<file path="src/maxMetricPkg.sv">
`default_nettype none

package maxMetricPkg;

   // trellis size and word widths
   localparam int numStates   = 64;
   localparam int indexWidth  = 6;    // log2 of numStates
   localparam int metricWidth = 12;   // signed accumulated metric
   localparam int branchWidth = 8;    // signed branch metric
   localparam int treeDepth   = 3;    // four-way compare stages over 64 states

   // one contender in the compare tree
   typedef struct packed {
      logic [metricWidth-1:0] value;  // two's complement
      logic [indexWidth-1:0]  index;  // global state index
   } candidate;

   // input payload, one per symbol
   typedef struct packed {
      logic                                    clear;   // restart all paths
      logic [numStates-1:0][branchWidth-1:0]   branch;  // branch[s] for state s
   } symbolBeat;

   // output payload, one per accepted symbol
   typedef struct packed {
      logic [indexWidth-1:0]  index;     // surviving state
      logic [metricWidth-1:0] maxValue;  // its metric
   } decision;

endpackage

`default_nettype wire

</file>
<file path="src/metricAccumulator.sv">
`timescale 1ns/100ps
`default_nettype none

module metricAccumulator (
   input  logic                                                     clk,
   input  logic                                                     reset,
   input  logic                                                     inValid,
   input  logic                                                     enable,
   input  maxMetricPkg::symbolBeat                                  inBeat,
   output logic [maxMetricPkg::numStates-1:0][maxMetricPkg::metricWidth-1:0] metrics,
   output logic                                                     metricsValid
);

   logic [maxMetricPkg::numStates-1:0][maxMetricPkg::metricWidth-1:0] nextMetrics;

   // load or saturating add for one path
   function automatic logic [maxMetricPkg::metricWidth-1:0] updateMetric(
      input logic [maxMetricPkg::metricWidth-1:0] acc,
      input logic [maxMetricPkg::branchWidth-1:0] branch,
      input logic                                 clear
   );
      logic [maxMetricPkg::metricWidth-1:0] branchExt;
      logic [maxMetricPkg::metricWidth:0]   sum;      // one guard bit
      logic [maxMetricPkg::metricWidth-1:0] result;

      branchExt = {{(maxMetricPkg::metricWidth - maxMetricPkg::branchWidth)
                    {branch[maxMetricPkg::branchWidth-1]}}, branch};
      sum = {acc[maxMetricPkg::metricWidth-1], acc} +
            {branchExt[maxMetricPkg::metricWidth-1], branchExt};

      if (clear) begin
         result = branchExt;
      end else if (sum[maxMetricPkg::metricWidth] != sum[maxMetricPkg::metricWidth-1]) begin
         // overflow, guard bit carries the true sign
         if (sum[maxMetricPkg::metricWidth]) begin
            result = {1'b1, {(maxMetricPkg::metricWidth-1){1'b0}}};  // -2048
         end else begin
            result = {1'b0, {(maxMetricPkg::metricWidth-1){1'b1}}};  // +2047
         end
      end else begin
         result = sum[maxMetricPkg::metricWidth-1:0];
      end
      return result;
   endfunction

   always_comb begin
      for (int s = 0; s < maxMetricPkg::numStates; s++) begin
         nextMetrics[s] = updateMetric(metrics[s], inBeat.branch[s], inBeat.clear);
      end
   end

   // enable low means the tree is stalled, everything holds
   always_ff @(posedge clk) begin
      if (reset) begin
         metrics      <= '0;
         metricsValid <= 1'b0;
      end else if (enable) begin
         metricsValid <= inValid;      // marks a fresh set for the tree
         if (inValid) begin
            metrics <= nextMetrics;
         end
      end
   end

endmodule

`default_nettype wire

</file>
<file path="config.mk">
export PLATFORM = sky130hd
export DESIGN_NAME = metricAccumulator
export DESIGN_NICKNAME = d
export VERILOG_FILES = /design/src/maxMetricPkg.sv /design/src/metricAccumulator.sv
export SDC_FILE = /design/constraint.sdc
export NUM_CORES = 2
export LEC_CHECK = 0
export ABC_AREA = 1
export BUFFER_PORTS_ARGS = -buffer_cell sky130_fd_sc_hd__buf_2
export CAP_MARGIN = 20
export CORE_AREA = 2 2 496 498
export CTS_CLUSTER_SIZE = 16
export DETAILED_ROUTE_END_ITERATION = 12
export DIE_AREA = 0 0 498 500
export PLACE_DENSITY = 0.54
export SKIP_LAST_GASP = 1
export SYNTH_ARGS = -nofsm -noshare
export SYNTH_HDL_FRONTEND = slang
export SYNTH_SLANG_ARGS = --single-unit
</file>
<file path="constraint.sdc">
create_clock -name clk -period 3.9 [get_ports clk]
set_input_delay 0.195 -clock clk [delete_from_list [all_inputs] [get_ports clk]]
set_output_delay 0.195 -clock clk [all_outputs]
set_load 0.05 [all_outputs]
</file>
* Yosys cells after proc, flatten, opt, wreduce, memory -nomap -nowiden
Index checks and enable logic that the tools add are counted.
Storage, ports and cells: word-level logic and storage cells 386, register bits 769, input port bits 517
Cells by class: add/sub/neg operators 64, eq/ne operators 64, multiplexer cells 192, reduce and logical (&&, ||, !) cells 1
Operators by type and width (count):
- $mux 12 | 192
- $add 12x8->13 | 64
- $ne 1x1->1 | 64
- $reduce_and 2->1 | 1

* Depth between registers and ports, before layout
depth after elaboration 4, depth in mapped cells 17, gate-level depth less buffers 16

* Least setup slack after synthesis
OpenSTA, ideal clock, no wires.
path type flip-flop to flip-flop, from register metrics[372] (netlist bit), to register metrics[378] (netlist bit), cell stages (with the launch flop) 17, arrival 2272 ps, path slack 1489 ps, data required time 3760 ps, clock period less this slack 2411 ps, path through dfxtp_1 ha_1 inv_1 fa_1 inv_1 nand3_1 nand2_1 nand3_2 nand3_1 nand2_1 nand2_1 nand2_2 buf_6 nand2_1 nand2_1 nand2_1 a21oi_1
Between the ends: longest elaborated chain between the ends 4, elaborated cells on any way between the ends 5
RTL lines:
- start, declared | line metricAccumulator.sv:10 | output logic [maxMetricPkg::numStates-1:0][maxMetricPkg::metricWidth-1:0] metrics,
- start signal, assigned | line metricAccumulator.sv:60 | metrics <= nextMetrics;
- $add 12x8->13 * | line metricAccumulator.sv:28 | sum = {acc[maxMetricPkg::metricWidth-1], acc} +
- $mux 12 / $ne 1x1->1 (equally long branches) | line metricAccumulator.sv:35, metricAccumulator.sv:33
- $mux 12 * | line metricAccumulator.sv:33 | end else if (sum[maxMetricPkg::metricWidth] != sum[maxMetricPkg::metricWidth-1]) begin
- $mux 12 * | line metricAccumulator.sv:31 | if (clear) begin
Every way passes the cells marked *; elsewhere a longest branch is shown, timed or not. A chain may end at the register's enable or synchronous reset.

* Worst setup path in the final report
from register metrics[384] (netlist bit), to register metrics[390] (netlist bit)
The elaborated chain is that of the path after synthesis.

==> impl_metrics.json <==
{
  "run_status": "completed",
  "floorplan.die_area_um2": 249000,
  "antenna_found_initial": 95,
  "post-route-min-period_ns": 2.948,
  "clock_tree.htree_level_count": 3,
  "timing.max_cap.violations": 0,
  "finish.utilization_pct": 38.88,
  "synthesis.yosys.warnings": 0,
  "dr_total_vias": 85116,
  "drt.antenna.violating_nets": 0,
  "all_layer_gr_usage_pct": 24.09,
  "netlist-cell-type-count": 36,
  "clock_tree_from_tritoncts": "done",
  "finalWorstSetupSlack_ns": 0.9519,
  "fillerInstances": 26728,
  "min_path_cells": 4,
  "dr.first_iter.drc_count": 5359,
  "clock_tree.root_cell": "sky130_fd_sc_hd__clkbuf_16",
  "syn_inst": 12435,
  "final.setup_skew_ns": 0.03232,
  "dr.pass1.iters": 8,
  "hold_path_class": "in2reg",
  "end_kind": "flop",
  "synth-edff-count": 0,
  "synth.yosys.seq_area_share_pct": 20.40,
  "vdd_ir_drop_max_mv": 0.3519,
  "synth_async_sr_flop_share_pct": 0,
  "place.detailed.hpwl_um": 246800,
  "setup_repair_after_global_routing_missed_its_margin": "false",
  "synthTopCellsByArea": "sky130_fd_sc_hd__nand2_1, sky130_fd_sc_hd__dfxtp_1, sky130_fd_sc_hd__ha_1",
  "pin_count_of_the_biggest_net_entering_global_routing": 152,
  "syn_nets": 13784,
  "place_worst_setup_slack_ns": 1.490,
  "chipWidth_um": 498,
  "yosys_register_bits": 769,
  "effective_utilization_at_floorplan_pct": 30.89,
  "whs_ns": 0.1155,
  "cellPowerDensity_nw_per_um2": 354.0,
  "final-seq-area_um2": 15390,
  "tritoncts_num_sinks": 769,
  "remaining_drc_errors": 0,
  "route.detailed.vias_per_inst": 4.861,
  "vias_in_the_first_global_route": 79516,
  "final_hold_viols": 0,
  "count_of_cells_along_the_worst_register_to_register_path": 14,
  "top_ff_cell_synth": "sky130_fd_sc_hd__dfxtp_1",
  "grt_pass1_wl_um": 475900,
  "area_taken_by_multi_input_logic_gates_um2": 54530,
  "netlist_area_um2": 75470,
  "timing.critical_path.arrival_ns": 3.59,
  "path_class": "reg2reg",
  "worst-endpoint-required_ns": 4.55,
  "max_slew.worst_pin.slew_ns": 0.9302,
  "num_rows": 182,
  "synth_top_area_share_pct": 21.59,
  "slew_violations": 0,
  "netlist.top_cell.by_area": "sky130_fd_sc_hd__nand2_1",
  "worst_skew_pair.late_latency_ns": 0.78,
  "port_buffers": 1285,
  "max_slew_margin_pct": 37.99,
  "placeableCoreArea_um2": 244300,
  "layout-drive-gt1-share_pct": 13.12,
  "detailed_place.area_um2": 85270,
  "cts_buffer_depth": 3,
  "start_kind": "flop",
  "timing.fmax_mhz": 339.2,
  "flow.area_growth_from_synthesis_pct": 25.87,
  "p_leak_nw": 49.26,
  "worst-path-max-fanout": 7,
  "nNetsFinal": 15492,
  "numCtsBuffers": 108,
  "globalplace.congestion": 0.9756,
  "finalCritPeriodShare_pct": 75.59,
  "post-route-cell-area_um2": 94990,
  "drt-total-wl_um": 313800,
  "yosysMostFrequentCell": "sky130_fd_sc_hd__nand2_1",
  "detail_route.wl_per_cell_um": 17.92,
  "cts.clk_slew.worst_paths_ns": 0.06,
  "syn_area_per_cell_um2": 6.069,
  "leading_cell_types_by_count_after_synthesis": "sky130_fd_sc_hd__nand2_1, sky130_fd_sc_hd__a21oi_1, sky130_fd_sc_hd__nor2_1",
  "finalSetupViolations": 0,
  "num_io_pins": 1286,
  "grt_overflow": 0,
  "fin_tns_setup_ns": 0,
  "die_h_um": 500
}
==> placed cells by master (no fill, tap or decap), types with 3 or more instances in the layout <==
| cell type | count |
|---|---|
| sky130_fd_sc_hd__nand3_2 | 23 |
| sky130_fd_sc_hd__nand2_1 | 4339 |
| sky130_fd_sc_hd__o21ai_1 | 41 |
| sky130_fd_sc_hd__a21oi_4 | 37 |
| sky130_fd_sc_hd__buf_12 | 25 |
| sky130_fd_sc_hd__o21ai_2 | 3 |
| sky130_fd_sc_hd__nand4_1 | 253 |
| sky130_fd_sc_hd__and2_1 | 36 |
| sky130_fd_sc_hd__inv_1 | 1061 |
| sky130_fd_sc_hd__nand4_2 | 3 |
| sky130_fd_sc_hd__ha_1 | 768 |
| sky130_fd_sc_hd__nand2_2 | 155 |
| sky130_fd_sc_hd__a21oi_2 | 71 |
| sky130_fd_sc_hd__diode_2 | 56 |
| sky130_fd_sc_hd__a31oi_1 | 95 |
| sky130_fd_sc_hd__o21bai_1 | 24 |
| sky130_fd_sc_hd__clkbuf_8 | 35 |
| sky130_fd_sc_hd__clkbuf_16 | 110 |
| sky130_fd_sc_hd__nor2_2 | 15 |
| sky130_fd_sc_hd__dfxtp_1 | 769 |
| sky130_fd_sc_hd__clkbuf_1 | 21 |
| sky130_fd_sc_hd__buf_2 | 1283 |
| sky130_fd_sc_hd__fa_1 | 64 |
| sky130_fd_sc_hd__dlygate4sd3_1 | 587 |
| sky130_fd_sc_hd__xor2_1 | 145 |
| sky130_fd_sc_hd__o21ai_0 | 462 |
| sky130_fd_sc_hd__xnor2_1 | 384 |
| sky130_fd_sc_hd__clkinv_2 | 19 |
| sky130_fd_sc_hd__bufinv_16 | 4 |
| sky130_fd_sc_hd__nor2_4 | 9 |
| sky130_fd_sc_hd__buf_4 | 40 |
| sky130_fd_sc_hd__nor2_1 | 1405 |
| sky130_fd_sc_hd__clkinvlp_4 | 5 |
| sky130_fd_sc_hd__a21oi_1 | 1463 |
| sky130_fd_sc_hd__clkinv_16 | 3 |
| sky130_fd_sc_hd__inv_8 | 3 |
| sky130_fd_sc_hd__nand2_4 | 8 |
| sky130_fd_sc_hd__inv_2 | 10 |
| sky130_fd_sc_hd__nand3_1 | 446 |
==> registers in the layout, indices dropped and copies added, names as in the netlist <==
name and cells:
metrics 768, metricsValid 1
==> logic make-up (layout without fill, tap and decap cells) <==
family	Yosys count	count (layout)	share of synthesized area (%)
AOI/OAI and AO/OA	2198	2198	15.74
xor gates and xnor gates	529	529	6.139
adders and majority gates	832	832	14.43
buffers and inverters	1414	3214	7.354
DFF	769	769	20.40
other	0	56	0
and+or+nand+nor	6693	6693	35.94
==> layout make-up <==
type,instances,share of cell area [%]
Clock inverter,36,0.4189
Tap cell,3220,4.241
Inverter,1075,4.272
Antenna cell,56,0.1475
Sequential cell,769,16.21
Clock buffer,166,3.488
Timing Repair Buffer,1937,13.82
Multi-Input combinational cell,10252,57.41
==> path summary, 6_finish.rpt <==
kind,start,endpoint,slack (ns)
worst min-delay path,inBeat[512],metrics[193]$_SDFFE_PP0P_,0.12
worst max register to register,metrics[384]$_SDFFE_PP0P_,metrics[390]$_SDFFE_PP0P_,0.95
worst max-delay path,metrics[384]$_SDFFE_PP0P_,metrics[390]$_SDFFE_PP0P_,0.95
worst min register to register,metrics[639]$_SDFFE_PP0P_,metrics[639]$_SDFFE_PP0P_,0.48
==> metrics by stage <==
step	instances	power [W]
after floorplan	12435	0.01910
after CTS	17455	0.03395
final	17511	0.03363
after global placement	16666	0.02257
after detailed placement	16666	0.02254
after global routing	17495	0.03585
==> timing repair <==
item | CTS | global route
endpoints found under the hold margin | 769 | 0
setup buffers | 0 | 0
resized for setup | 0 | 0
hold buffers | 587 | 0
==> layer usage <==
metal / vias up / global-route usage, % / share of wire, % / wire length (µm)
li1: 43931 / - / - / -
met1: 38522 / 29.24 / 43 / 134800
met2: 2107 / 39.55 / 45 / 141400
met3: 518 / 6.973 / 7.7 / 24200
met4: 38 / 10.22 / 4.2 / 13190
met5: - / 0 / 0.080 / 251
==> report_power, final <==
group | total, W | internal, W | switching, W
Combinational | 0.0141 | 0.00463 | 0.00942
Sequential | 0.00899 | 0.00844 | 0.000548
Clock | 0.0106 | 0.00611 | 0.00448
==> critical path, stage by stage (launching register included) <==
cell and delay (ns):
sky130_fd_sc_hd__dfxtp_1 0.36, sky130_fd_sc_hd__ha_1 0.18, sky130_fd_sc_hd__inv_1 0.06, sky130_fd_sc_hd__fa_1 0.40, sky130_fd_sc_hd__inv_1 0.10, sky130_fd_sc_hd__nand3_1 0.07, sky130_fd_sc_hd__nand2_1 0.17, sky130_fd_sc_hd__nand3_2 0.12
sky130_fd_sc_hd__nand4_1 0.09, sky130_fd_sc_hd__nand2_1 0.09, sky130_fd_sc_hd__a21oi_2 0.38, sky130_fd_sc_hd__nand2_1 0.11, sky130_fd_sc_hd__nand2_1 0.08, sky130_fd_sc_hd__a21oi_1 0.05, sky130_fd_sc_hd__dlygate4sd3_1 0.58
Power figures use the tool's default switching activity.
