`src/maxMetricPkg.sv`:
```
`default_nettype none

package maxMetricPkg;

   // trellis size and word widths
   localparam int numStates   = 64;
   localparam int indexWidth  = 6;    // log2 of numStates
   localparam int metricWidth = 12;   // signed accumulated metric
   localparam int branchWidth = 8;    // signed branch metric
   localparam int treeDepth   = 3;    // four-way compare stages over 64 states

   // one contender in the compare tree
   typedef struct packed {
      logic [metricWidth-1:0] value;  // two's complement
      logic [indexWidth-1:0]  index;  // global state index
   } candidate;

   // input payload, one per symbol
   typedef struct packed {
      logic                                    clear;   // restart all paths
      logic [numStates-1:0][branchWidth-1:0]   branch;  // branch[s] for state s
   } symbolBeat;

   // output payload, one per accepted symbol
   typedef struct packed {
      logic [indexWidth-1:0]  index;     // surviving state
      logic [metricWidth-1:0] maxValue;  // its metric
   } decision;

endpackage

`default_nettype wire

```
`src/comp4TwosComp.sv`:
```
`timescale 1ns/100ps
`default_nettype none

module comp4TwosComp (
   input  logic                   clk,
   input  logic                   reset,
   input  logic                   enable,
   input  maxMetricPkg::candidate in0,
   input  maxMetricPkg::candidate in1,
   input  maxMetricPkg::candidate in2,
   input  maxMetricPkg::candidate in3,
   output maxMetricPkg::candidate winner
);

   maxMetricPkg::candidate best01;
   maxMetricPkg::candidate best23;
   maxMetricPkg::candidate best;

   // inputs arrive in index order, so >= hands ties to the later one
   always_comb begin
      if ($signed(in1.value) >= $signed(in0.value)) begin
         best01 = in1;
      end else begin
         best01 = in0;
      end

      if ($signed(in3.value) >= $signed(in2.value)) begin
         best23 = in3;
      end else begin
         best23 = in2;
      end

      if ($signed(best23.value) >= $signed(best01.value)) begin
         best = best23;  // upper pair wins equal maxima
      end else begin
         best = best01;
      end
   end

   always_ff @(posedge clk) begin
      if (reset) begin
         winner <= '0;
      end else if (enable) begin
         winner <= best;  // held while the pipeline stalls
      end
   end

endmodule

`default_nettype wire

```
`src/maxMetricTree.sv`:
```
`timescale 1ns/100ps
`default_nettype none

module maxMetricTree (
   input  logic                                                     clk,
   input  logic                                                     reset,
   input  logic [maxMetricPkg::numStates-1:0][maxMetricPkg::metricWidth-1:0] metrics,
   input  logic                                                     metricsValid,
   input  logic                                                     outReady,
   output logic                                                     advance,
   output logic                                                     outValid,
   output maxMetricPkg::decision                                    outDecision
);

   localparam int stage1Count = maxMetricPkg::numStates / 4;   // 16
   localparam int stage2Count = maxMetricPkg::numStates / 16;  // 4

   maxMetricPkg::candidate [maxMetricPkg::numStates-1:0] leaf;
   maxMetricPkg::candidate [stage1Count-1:0]             stage1;
   maxMetricPkg::candidate [stage2Count-1:0]             stage2;
   maxMetricPkg::candidate                               stage3;
   logic [maxMetricPkg::treeDepth-1:0]                   validPipe;

   // single stall point, freezes every stage together
   assign advance = !outValid || outReady;

   // each metric travels with its own state number
   for (genvar s = 0; s < maxMetricPkg::numStates; s++) begin : tagGen
      assign leaf[s].value = metrics[s];
      assign leaf[s].index = maxMetricPkg::indexWidth'(s);
   end

   for (genvar g = 0; g < stage1Count; g++) begin : stage1Gen
      comp4TwosComp comp4TwosComp_inst (
         .clk    (clk),
         .reset  (reset),
         .enable (advance),
         .in0    (leaf[4*g]),
         .in1    (leaf[4*g+1]),
         .in2    (leaf[4*g+2]),
         .in3    (leaf[4*g+3]),
         .winner (stage1[g])
      );
   end

   // groups of 16 states
   for (genvar g = 0; g < stage2Count; g++) begin : stage2Gen
      comp4TwosComp comp4TwosComp_inst (
         .clk    (clk),
         .reset  (reset),
         .enable (advance),
         .in0    (stage1[4*g]),
         .in1    (stage1[4*g+1]),
         .in2    (stage1[4*g+2]),
         .in3    (stage1[4*g+3]),
         .winner (stage2[g])
      );
   end

   // final compare across all 64
   comp4TwosComp stage3_inst (
      .clk    (clk),
      .reset  (reset),
      .enable (advance),
      .in0    (stage2[0]),
      .in1    (stage2[1]),
      .in2    (stage2[2]),
      .in3    (stage2[3]),
      .winner (stage3)
   );

   // valid rides alongside the candidates, one bit per stage
   always_ff @(posedge clk) begin
      if (reset) begin
         validPipe <= '0;
      end else if (advance) begin
         validPipe <= {validPipe[maxMetricPkg::treeDepth-2:0], metricsValid};
      end
   end

   assign outValid = validPipe[maxMetricPkg::treeDepth-1];

   assign outDecision.index    = stage3.index;
   assign outDecision.maxValue = stage3.value;

endmodule

`default_nettype wire

```
`config.mk`:
```
export PLATFORM = sky130hd
export DESIGN_NAME = maxMetricTree
export DESIGN_NICKNAME = d
export VERILOG_FILES = /design/src/maxMetricPkg.sv /design/src/comp4TwosComp.sv /design/src/maxMetricTree.sv
export SDC_FILE = /design/constraint.sdc
export NUM_CORES = 2
export LEC_CHECK = 0
export ABC_AREA = 1
export ABC_CLOCK_PERIOD_IN_PS = 3200
export BUFFER_PORTS_ARGS = -buffer_cell sky130_fd_sc_hd__buf_2
export CAP_MARGIN = 20
export CORE_MARGIN = 5
export CORE_UTILIZATION = 45
export CTS_CLUSTER_DIAMETER = 60
export DETAILED_ROUTE_END_ITERATION = 12
export GPL_TIMING_DRIVEN = 0
export PLACE_DENSITY_LB_ADDON = 0.05
export SYNTH_ARGS = -nofsm -noshare
export SYNTH_HDL_FRONTEND = slang
export SYNTH_SLANG_ARGS = --single-unit
```
`constraint.sdc`:
```
create_clock -name clk -period 3.2 [get_ports clk]
set_input_delay 0.64 -clock clk [delete_from_list [all_inputs] [get_ports clk]]
set_output_delay 0.64 -clock clk [all_outputs]
set_load 0.02 [all_outputs]
```
Yosys cells after proc, flatten, opt, wreduce, memory -nomap -nowiden
Cells that the tools add are included.
W data, S select, Z words.
{"block": "totals", "regBits": 381, "latch_bits": 0, "mem_bits_rw": 0, "rom_bits": 0, "out_inout_bits": 20, "word_cells": 171, "mem_count": 0}
{"block": "classes", "add_sub_neg": 0, "n_mul": 0, "n_div": 0, "order_cmp": 63, "n_eq_ne": 0, "shifts": 0, "mux": 63, "bitwise": 0, "n_reduce_logical": 2}
{"operator": "$mux W18", "count": 63}
{"operator": "$ge A12 B12 Y1", "count": 63}
{"operator": "$logic_not A1 Y1", "count": 1}
{"operator": "$logic_or A1 B1 Y1", "count": 1}

Depth between registers and ports, before layout
{"block": "depth", "ltp_word": 4, "mapped_depth": 32, "depth_no_buf": 30}

Modules after synthesis
A second synthesis with hierarchy kept.
{"block": "unflattened", "hier_cells": 8953, "hier_area_um2": 55419.4}
{"module": "comp4TwosComp at stage1Gen[0].comp4TwosComp_inst ...", "n_inst": 16, "cells_per_inst": 425, "area_each_um2": 2651.3}
{"module": "comp4TwosComp at stage2Gen[2].comp4TwosComp_inst ...", "n_inst": 3, "cells_per_inst": 427, "area_each_um2": 2558.7}
{"module": "comp4TwosComp at stage1Gen[15].comp4TwosComp_inst", "n_inst": 1, "cells_per_inst": 425, "area_each_um2": 2648.8}
{"module": "comp4TwosComp at stage2Gen[1].comp4TwosComp_inst", "n_inst": 1, "cells_per_inst": 426, "area_each_um2": 2539.9}
{"module": "maxMetricTree", "n_inst": 1, "cells_per_inst": 21, "area_each_um2": 133.9}

Worst setup path before layout
Ideal clock, no wire load.
{"block": "synth_timing", "kind": "in2reg", "start": "in metrics[11] (netlist bit)", "end": "reg stage1Gen[0].comp4TwosComp_inst.winner[17] (netlist bit)", "setup_time_ps": 57, "arrival_ps": 3321, "slack_ps": -178, "cell_stages": 26, "path_buffers": 2, "path_cell_list": "inv_1 > ha_1 > nand2_1 > inv_1 > nand2_1 > nor2_1 > nand2_1 > nand4_1 > nand3_1 > buf_2 > nand2_1 > nand2_1 > ha_1 > nand2_1 > inv_2 > nand2_1 > nor2_1 > nand2_1 > nand4_1 > nand3_1 > nor2_2 > buf_2 > nand3_1 > nand3_1 > nand2_1 > inv_1"}
{"block": "synth_via", "elab_chain_cells": 4}
{"item": "start, declared", "line": "maxMetricTree.sv:7", "rtl": "input logic [maxMetricPkg::numStates-1:0][maxMetricPkg::metricWidth-1:0] metrics,"}
{"item": "$ge A12 B12 Y1", "line": "comp4TwosComp.sv:21", "rtl": "if ($signed(in1.value) >= $signed(in0.value)) begin"}
{"item": "$mux W18 *", "line": "comp4TwosComp.sv:21"}
{"item": "$ge A12 B12 Y1", "line": "comp4TwosComp.sv:33", "rtl": "if ($signed(best23.value) >= $signed(best01.value)) begin"}
{"item": "$mux W18 *", "line": "comp4TwosComp.sv:33"}
{"item": "end signal, assigned", "line": "comp4TwosComp.sv:44", "rtl": "winner <= best;"}
{"item": "end, declared", "line": "comp4TwosComp.sv:12", "rtl": "output maxMetricPkg::candidate winner"}
Every way passes the cells marked *; elsewhere a longest branch is shown, timed or not.
A chain may end at the register's enable or synchronous reset.

Final worst setup path
{"block": "layout_timing", "start": "reg stage1Gen[2].comp4TwosComp_inst.winner[6] (netlist bit)", "end": "reg stage2Gen[0].comp4TwosComp_inst.winner[12] (netlist bit)"}
{"block": "layout_via", "elab_chain_cells": 4}
{"item": "start, declared", "line": "comp4TwosComp.sv:12"}
{"item": "start signal, assigned", "line": "comp4TwosComp.sv:44"}
{"item": "$ge A12 B12 Y1", "line": "comp4TwosComp.sv:27", "rtl": "if ($signed(in3.value) >= $signed(in2.value)) begin"}
{"item": "$mux W18 *", "line": "comp4TwosComp.sv:27"}
{"item": "$ge A12 B12 Y1", "line": "comp4TwosComp.sv:33"}
{"item": "$mux W18 *", "line": "comp4TwosComp.sv:33"}
{"item": "end signal, assigned", "line": "comp4TwosComp.sv:44"}
{"item": "end, declared", "line": "comp4TwosComp.sv:12"}
Marks and branches as above.

==> results list <==
* Proportion of synthesized chip area in sequential cells: between 10% and 20%
- Endpoint arrival time on the critical path: 4.07 ns
* Count of endpoints failing hold in the final timing report: 0
- Latest clock arrival within the worst-skew pair: 0.59 ns
* Buffers from clock root to sink, at most: 3
- During synthesis, Yosys emitted a total of 0 warnings.
- Dividing the detail-routed via count by the number of cells gives about 5.5.
- After technology mapping, the gate count stands at 7998.
- A synthesized cell averages 5.738 um2.
- At the pin with the least slew margin, the transition time is about 1.3 ns.
- Among the stages of the critical path, the cell type that occurs most often is sky130_fd_sc_hd__nand2_1.
* DRC violations left: 0
- Overall overflow remaining after global route: 0
- The worst pin sits at a relative slew slack of approximately a tenth.
- Post-synth design cell area: 45890 um2
- Period utilization: 112.2%
- Clock skew after layout: 0.03176 ns
* Layout overhead on the synthesized area: 67.22%
- Die span in x: about 330 um
- The net count of the finished layout is approximately 11k.
* IR Drop Worst-Case VDD: roughly 1.7 mV
* Clock tree root buffer cell: sky130_fd_sc_hd__clkbuf_16
* Critical Path RT: 3.68 ns
- Cell family contributing the most delay on the critical path: simple AND/OR/NAND/NOR gates
* Worst setup slack after placement: -0.7780 ns
- Wire length of the first global-routing pass: 275.2 mm
- Summed over all cells, the static leakage comes to 41.86 nW.
- Post-route core utilization: 75.54%
- Across every metal layer, demand over resource in global routing totals a little under a third.
* Distinct cells, synth: 33
- RSZ-0062 raised after global routing: true
* Average wire length per cell after detail routing: 18.92 um
- #FFs+latches synth: 313
- Starting density of the core: 45.17%
* Number of port buffers: 790
- Setup violations remaining at the end of the flow were counted as 136.
- Number of max-capacitance violations reported: 0
- Combined buffer and inverter count along the critical path: 5
- Final worst slack: -0.3905 ns
- Endpoint type of the worst setup path: flip-flop
- The completed layout was analyzed and its total power is 84.04 mW.
- In the layout the commonest cells are 1840 x sky130_fd_sc_hd__nand2_1, 1389 x sky130_fd_sc_hd__inv_1, 710 x sky130_fd_sc_hd__nand2_2.
- After detailed routing, the met2 layer carries between 100 and 150 mm of wire.
- Area inside the core boundary: 101600 um2
- Once detail routing completed, the nets flagged for antenna violations numbered 0.
* Amount of wire on met3 after detailed routing: 14.26 mm
- For the worst flop-to-flop path, the logic depth is 25.
- Pin placement for this block handled 792 I/O pins.
- Antenna violations before repair: 38
- Clock sink count: roughly 310
* Final Slew Violations: 0
- Summed over all layers, the routed wires come to ~210 mm.
- The flow ran to the end, but the final reports show violations.
- Dividing total power by cell area gives a power density of 1095 nW/um2.
- Vias: between 60k and 70k
* CP Class: reg -> reg
* Count of standard-cell rows: about 120
- CP max-delay cell: sky130_fd_sc_hd__dfxtp_1
* Hold-critical path depth: 3
* Max Used Layer: met5
- Share of post-route cells with drive strength above 1: 47.97%
- Via count of the first global-routing pass: 52.01k
* Drt first pass iters: 8
- After clock tree synthesis, the clock-pin slew on the worst setup and hold paths is approximately 0.06 ns.
* Accumulated negative setup slack: -21.32 ns
* Depth of the critical timing path with buffers and inverters included: 25
* Violated checks: setup timing
* Final estimated routing congestion in global placement: 0.9755
* Highest Clock Rate: 0.2785 GHz
* Non-filler cells, final: 11.03k
- CTS built an H-tree with a depth of 2.
- Most common cell after layout, fill and taps aside: sky130_fd_sc_hd__nand2_1
* Shortest period the worst path allows: 3.591 ns
- Height of the die: 329.3 um
* Crit start category: flip-flop
* Routed length on met1: approximately 80 mm
* Highest cell delay on the worst timing path: 0.45 ns
* Highest net fanout along the worst path: 7
- The wire-length estimate of the detail-placed layout is ~150 mm.
* Number of DRC violations after detailed-routing iteration 0: 4156
* Number of clock buffers inserted by TritonCTS: 43
* Maximum number of pins on one net before global-route repair: 13
* Hold Crit Class: in -> reg
- Synthesis produced a netlist with a net count of 9526.
- The die covers around 110000 um2.
- TritonCTS built the clock tree.
- Dpl cells: about 10k
-- power breakdown --
group | internal [mW] | leakage (nW) | switching [mW]
clock network | 2.88 | 0.694 | 1.96
logic | 32.1 | 38.5 | 40.4
registers | 5.39 | 2.64 | 1.24
-- state kept, by name, indices dropped and copies added, names as in the netlist --
signal	cells
validPipe	3
stage1Gen.comp4TwosComp_inst.winner	225
stage2Gen.comp4TwosComp_inst.winner	67
stage3_inst.winner	18
-- layer usage --
metal	track usage, %	vias to the layer above
met2	54.92	2524
met3	4.056	772
met5	0	-
met4	14.02	12
li1	-	28780
met1	38.35	28020
-- final timing paths --
check / from / endpoint / slack, ns
worst min register to register: validPipe[1] / validPipe[1] / 0.45
worst max-delay path: stage1Gen[2].comp4TwosComp_inst.winner[6] / stage2Gen[0].comp4TwosComp_inst.winner[12] / -0.39
worst max register to register: stage1Gen[2].comp4TwosComp_inst.winner[6] / stage2Gen[0].comp4TwosComp_inst.winner[12] / -0.39
worst min-delay path: metricsValid / validPipe[0] / 0.41
-- worst reg2reg max path, cell delays in order, from the launching register on --
cell                       delay (ns)
sky130_fd_sc_hd__dfxtp_1         0.45
sky130_fd_sc_hd__ha_1            0.21
sky130_fd_sc_hd__inv_1           0.05
sky130_fd_sc_hd__nand2_1         0.06
sky130_fd_sc_hd__nand2_1         0.06
sky130_fd_sc_hd__nand2_1         0.05
sky130_fd_sc_hd__nand2_1         0.06
sky130_fd_sc_hd__nand2_2         0.12
sky130_fd_sc_hd__nand3_2         0.10
sky130_fd_sc_hd__nand2_4         0.13
sky130_fd_sc_hd__buf_6           0.14
sky130_fd_sc_hd__nand4_1         0.15
sky130_fd_sc_hd__and2_4          0.22
sky130_fd_sc_hd__ha_4            0.31
sky130_fd_sc_hd__nand2_4         0.06
sky130_fd_sc_hd__inv_2           0.07
sky130_fd_sc_hd__nand3_4         0.09
sky130_fd_sc_hd__nor2_4          0.10
sky130_fd_sc_hd__nand2_2         0.08
sky130_fd_sc_hd__nand4_1         0.18
sky130_fd_sc_hd__nand3b_4        0.21
sky130_fd_sc_hd__buf_8           0.20
sky130_fd_sc_hd__nand3_1         0.13
sky130_fd_sc_hd__nand3_2         0.11
sky130_fd_sc_hd__nand2_1         0.11
sky130_fd_sc_hd__inv_1           0.04
-- cell usage after synthesis --
master | number | share of area [%]
sky130_fd_sc_hd__nand3_4 | 3 | 0.11
sky130_fd_sc_hd__nor2_2 | 22 | 0.30
sky130_fd_sc_hd__nand2_1 | 2758 | 23
sky130_fd_sc_hd__ha_1 | 756 | 21
sky130_fd_sc_hd__clkbuf_1 | 109 | 0.89
sky130_fd_sc_hd__buf_6 | 1 | 0.025
sky130_fd_sc_hd__inv_2 | 13 | 0.11
sky130_fd_sc_hd__o21a_1 | 4 | 0.065
sky130_fd_sc_hd__a21o_1 | 50 | 0.82
sky130_fd_sc_hd__inv_1 | 1767 | 14
sky130_fd_sc_hd__dfxtp_1 | 313 | 14
sky130_fd_sc_hd__nand3b_2 | 2 | 0.049
sky130_fd_sc_hd__a21oi_1 | 205 | 2.2
sky130_fd_sc_hd__nand2_2 | 12 | 0.16
sky130_fd_sc_hd__and2_1 | 81 | 1.1
sky130_fd_sc_hd__and2_4 | 1 | 0.019
sky130_fd_sc_hd__a31oi_1 | 2 | 0.027
sky130_fd_sc_hd__nand3_2 | 21 | 0.46
sky130_fd_sc_hd__nor4_2 | 2 | 0.055
sky130_fd_sc_hd__buf_8 | 1 | 0.033
sky130_fd_sc_hd__a211oi_1 | 16 | 0.26
sky130_fd_sc_hd__nor4_1 | 1 | 0.014
sky130_fd_sc_hd__o21bai_1 | 4 | 0.065
sky130_fd_sc_hd__buf_4 | 26 | 0.43
sky130_fd_sc_hd__nand4_2 | 9 | 0.25
sky130_fd_sc_hd__o21ai_0 | 80 | 0.87
sky130_fd_sc_hd__nor3_1 | 42 | 0.46
sky130_fd_sc_hd__nand3_1 | 703 | 7.7
sky130_fd_sc_hd__buf_1 | 9 | 0.074
sky130_fd_sc_hd__nand3b_1 | 2 | 0.033
sky130_fd_sc_hd__buf_2 | 144 | 1.6
sky130_fd_sc_hd__nand4_1 | 680 | 9.3
sky130_fd_sc_hd__nor2_1 | 159 | 1.3
-- kinds of logic after synthesis --
| group | count (synthesis) | synth area share (%) |
|---|---|---|
| adder cells (fa/ha/maj) | 756 | 20.61 |
| AND/OR/NAND/NOR | 4498 | 43.81 |
| buffers and inverters | 2070 | 17.58 |
| AO/OA/AOI/OAI | 361 | 4.346 |
| flip-flops | 313 | 13.65 |
-- layout make-up --
cell class | instances | area [um2]
diodes | 23 | 57.56
plain buffers | 288 | 2447
clock buffers | 55 | 1234
clock inverters | 20 | 178.9
fillers | 7773 | 24860
inverters | 1780 | 6819
multi-input cells | 5616 | 46440
flip-flops and latches | 313 | 6470
well taps | 1368 | 1712
repair buffers | 1562 | 11370
repair inverters | 1 | 5.005
-- repair_timing --
| action | 4_1_cts | 5_1_grt |
|---|---|---|
| hold buffers | 0 | 0 |
| hold endpoints to repair | 0 | 0 |
| setup buffers | 224 | 454 |
| endpoints found under the setup margin | 230 | 302 |
| gates resized for setup | 806 | 3128 |
| pin swaps | 285 | 1281 |
| gates cloned | 15 | 77 |
-- through the flow --
stage                     hold WS, ns  instance area [um2]
after floorplan                0.4297                47060
after global placement         0.4422                52720
final                          0.4116                76740
after global routing           0.4745                76720
after CTS                      0.3938                59370
after detailed placement       0.4425                52830
Power figures use the tool's default switching activity.
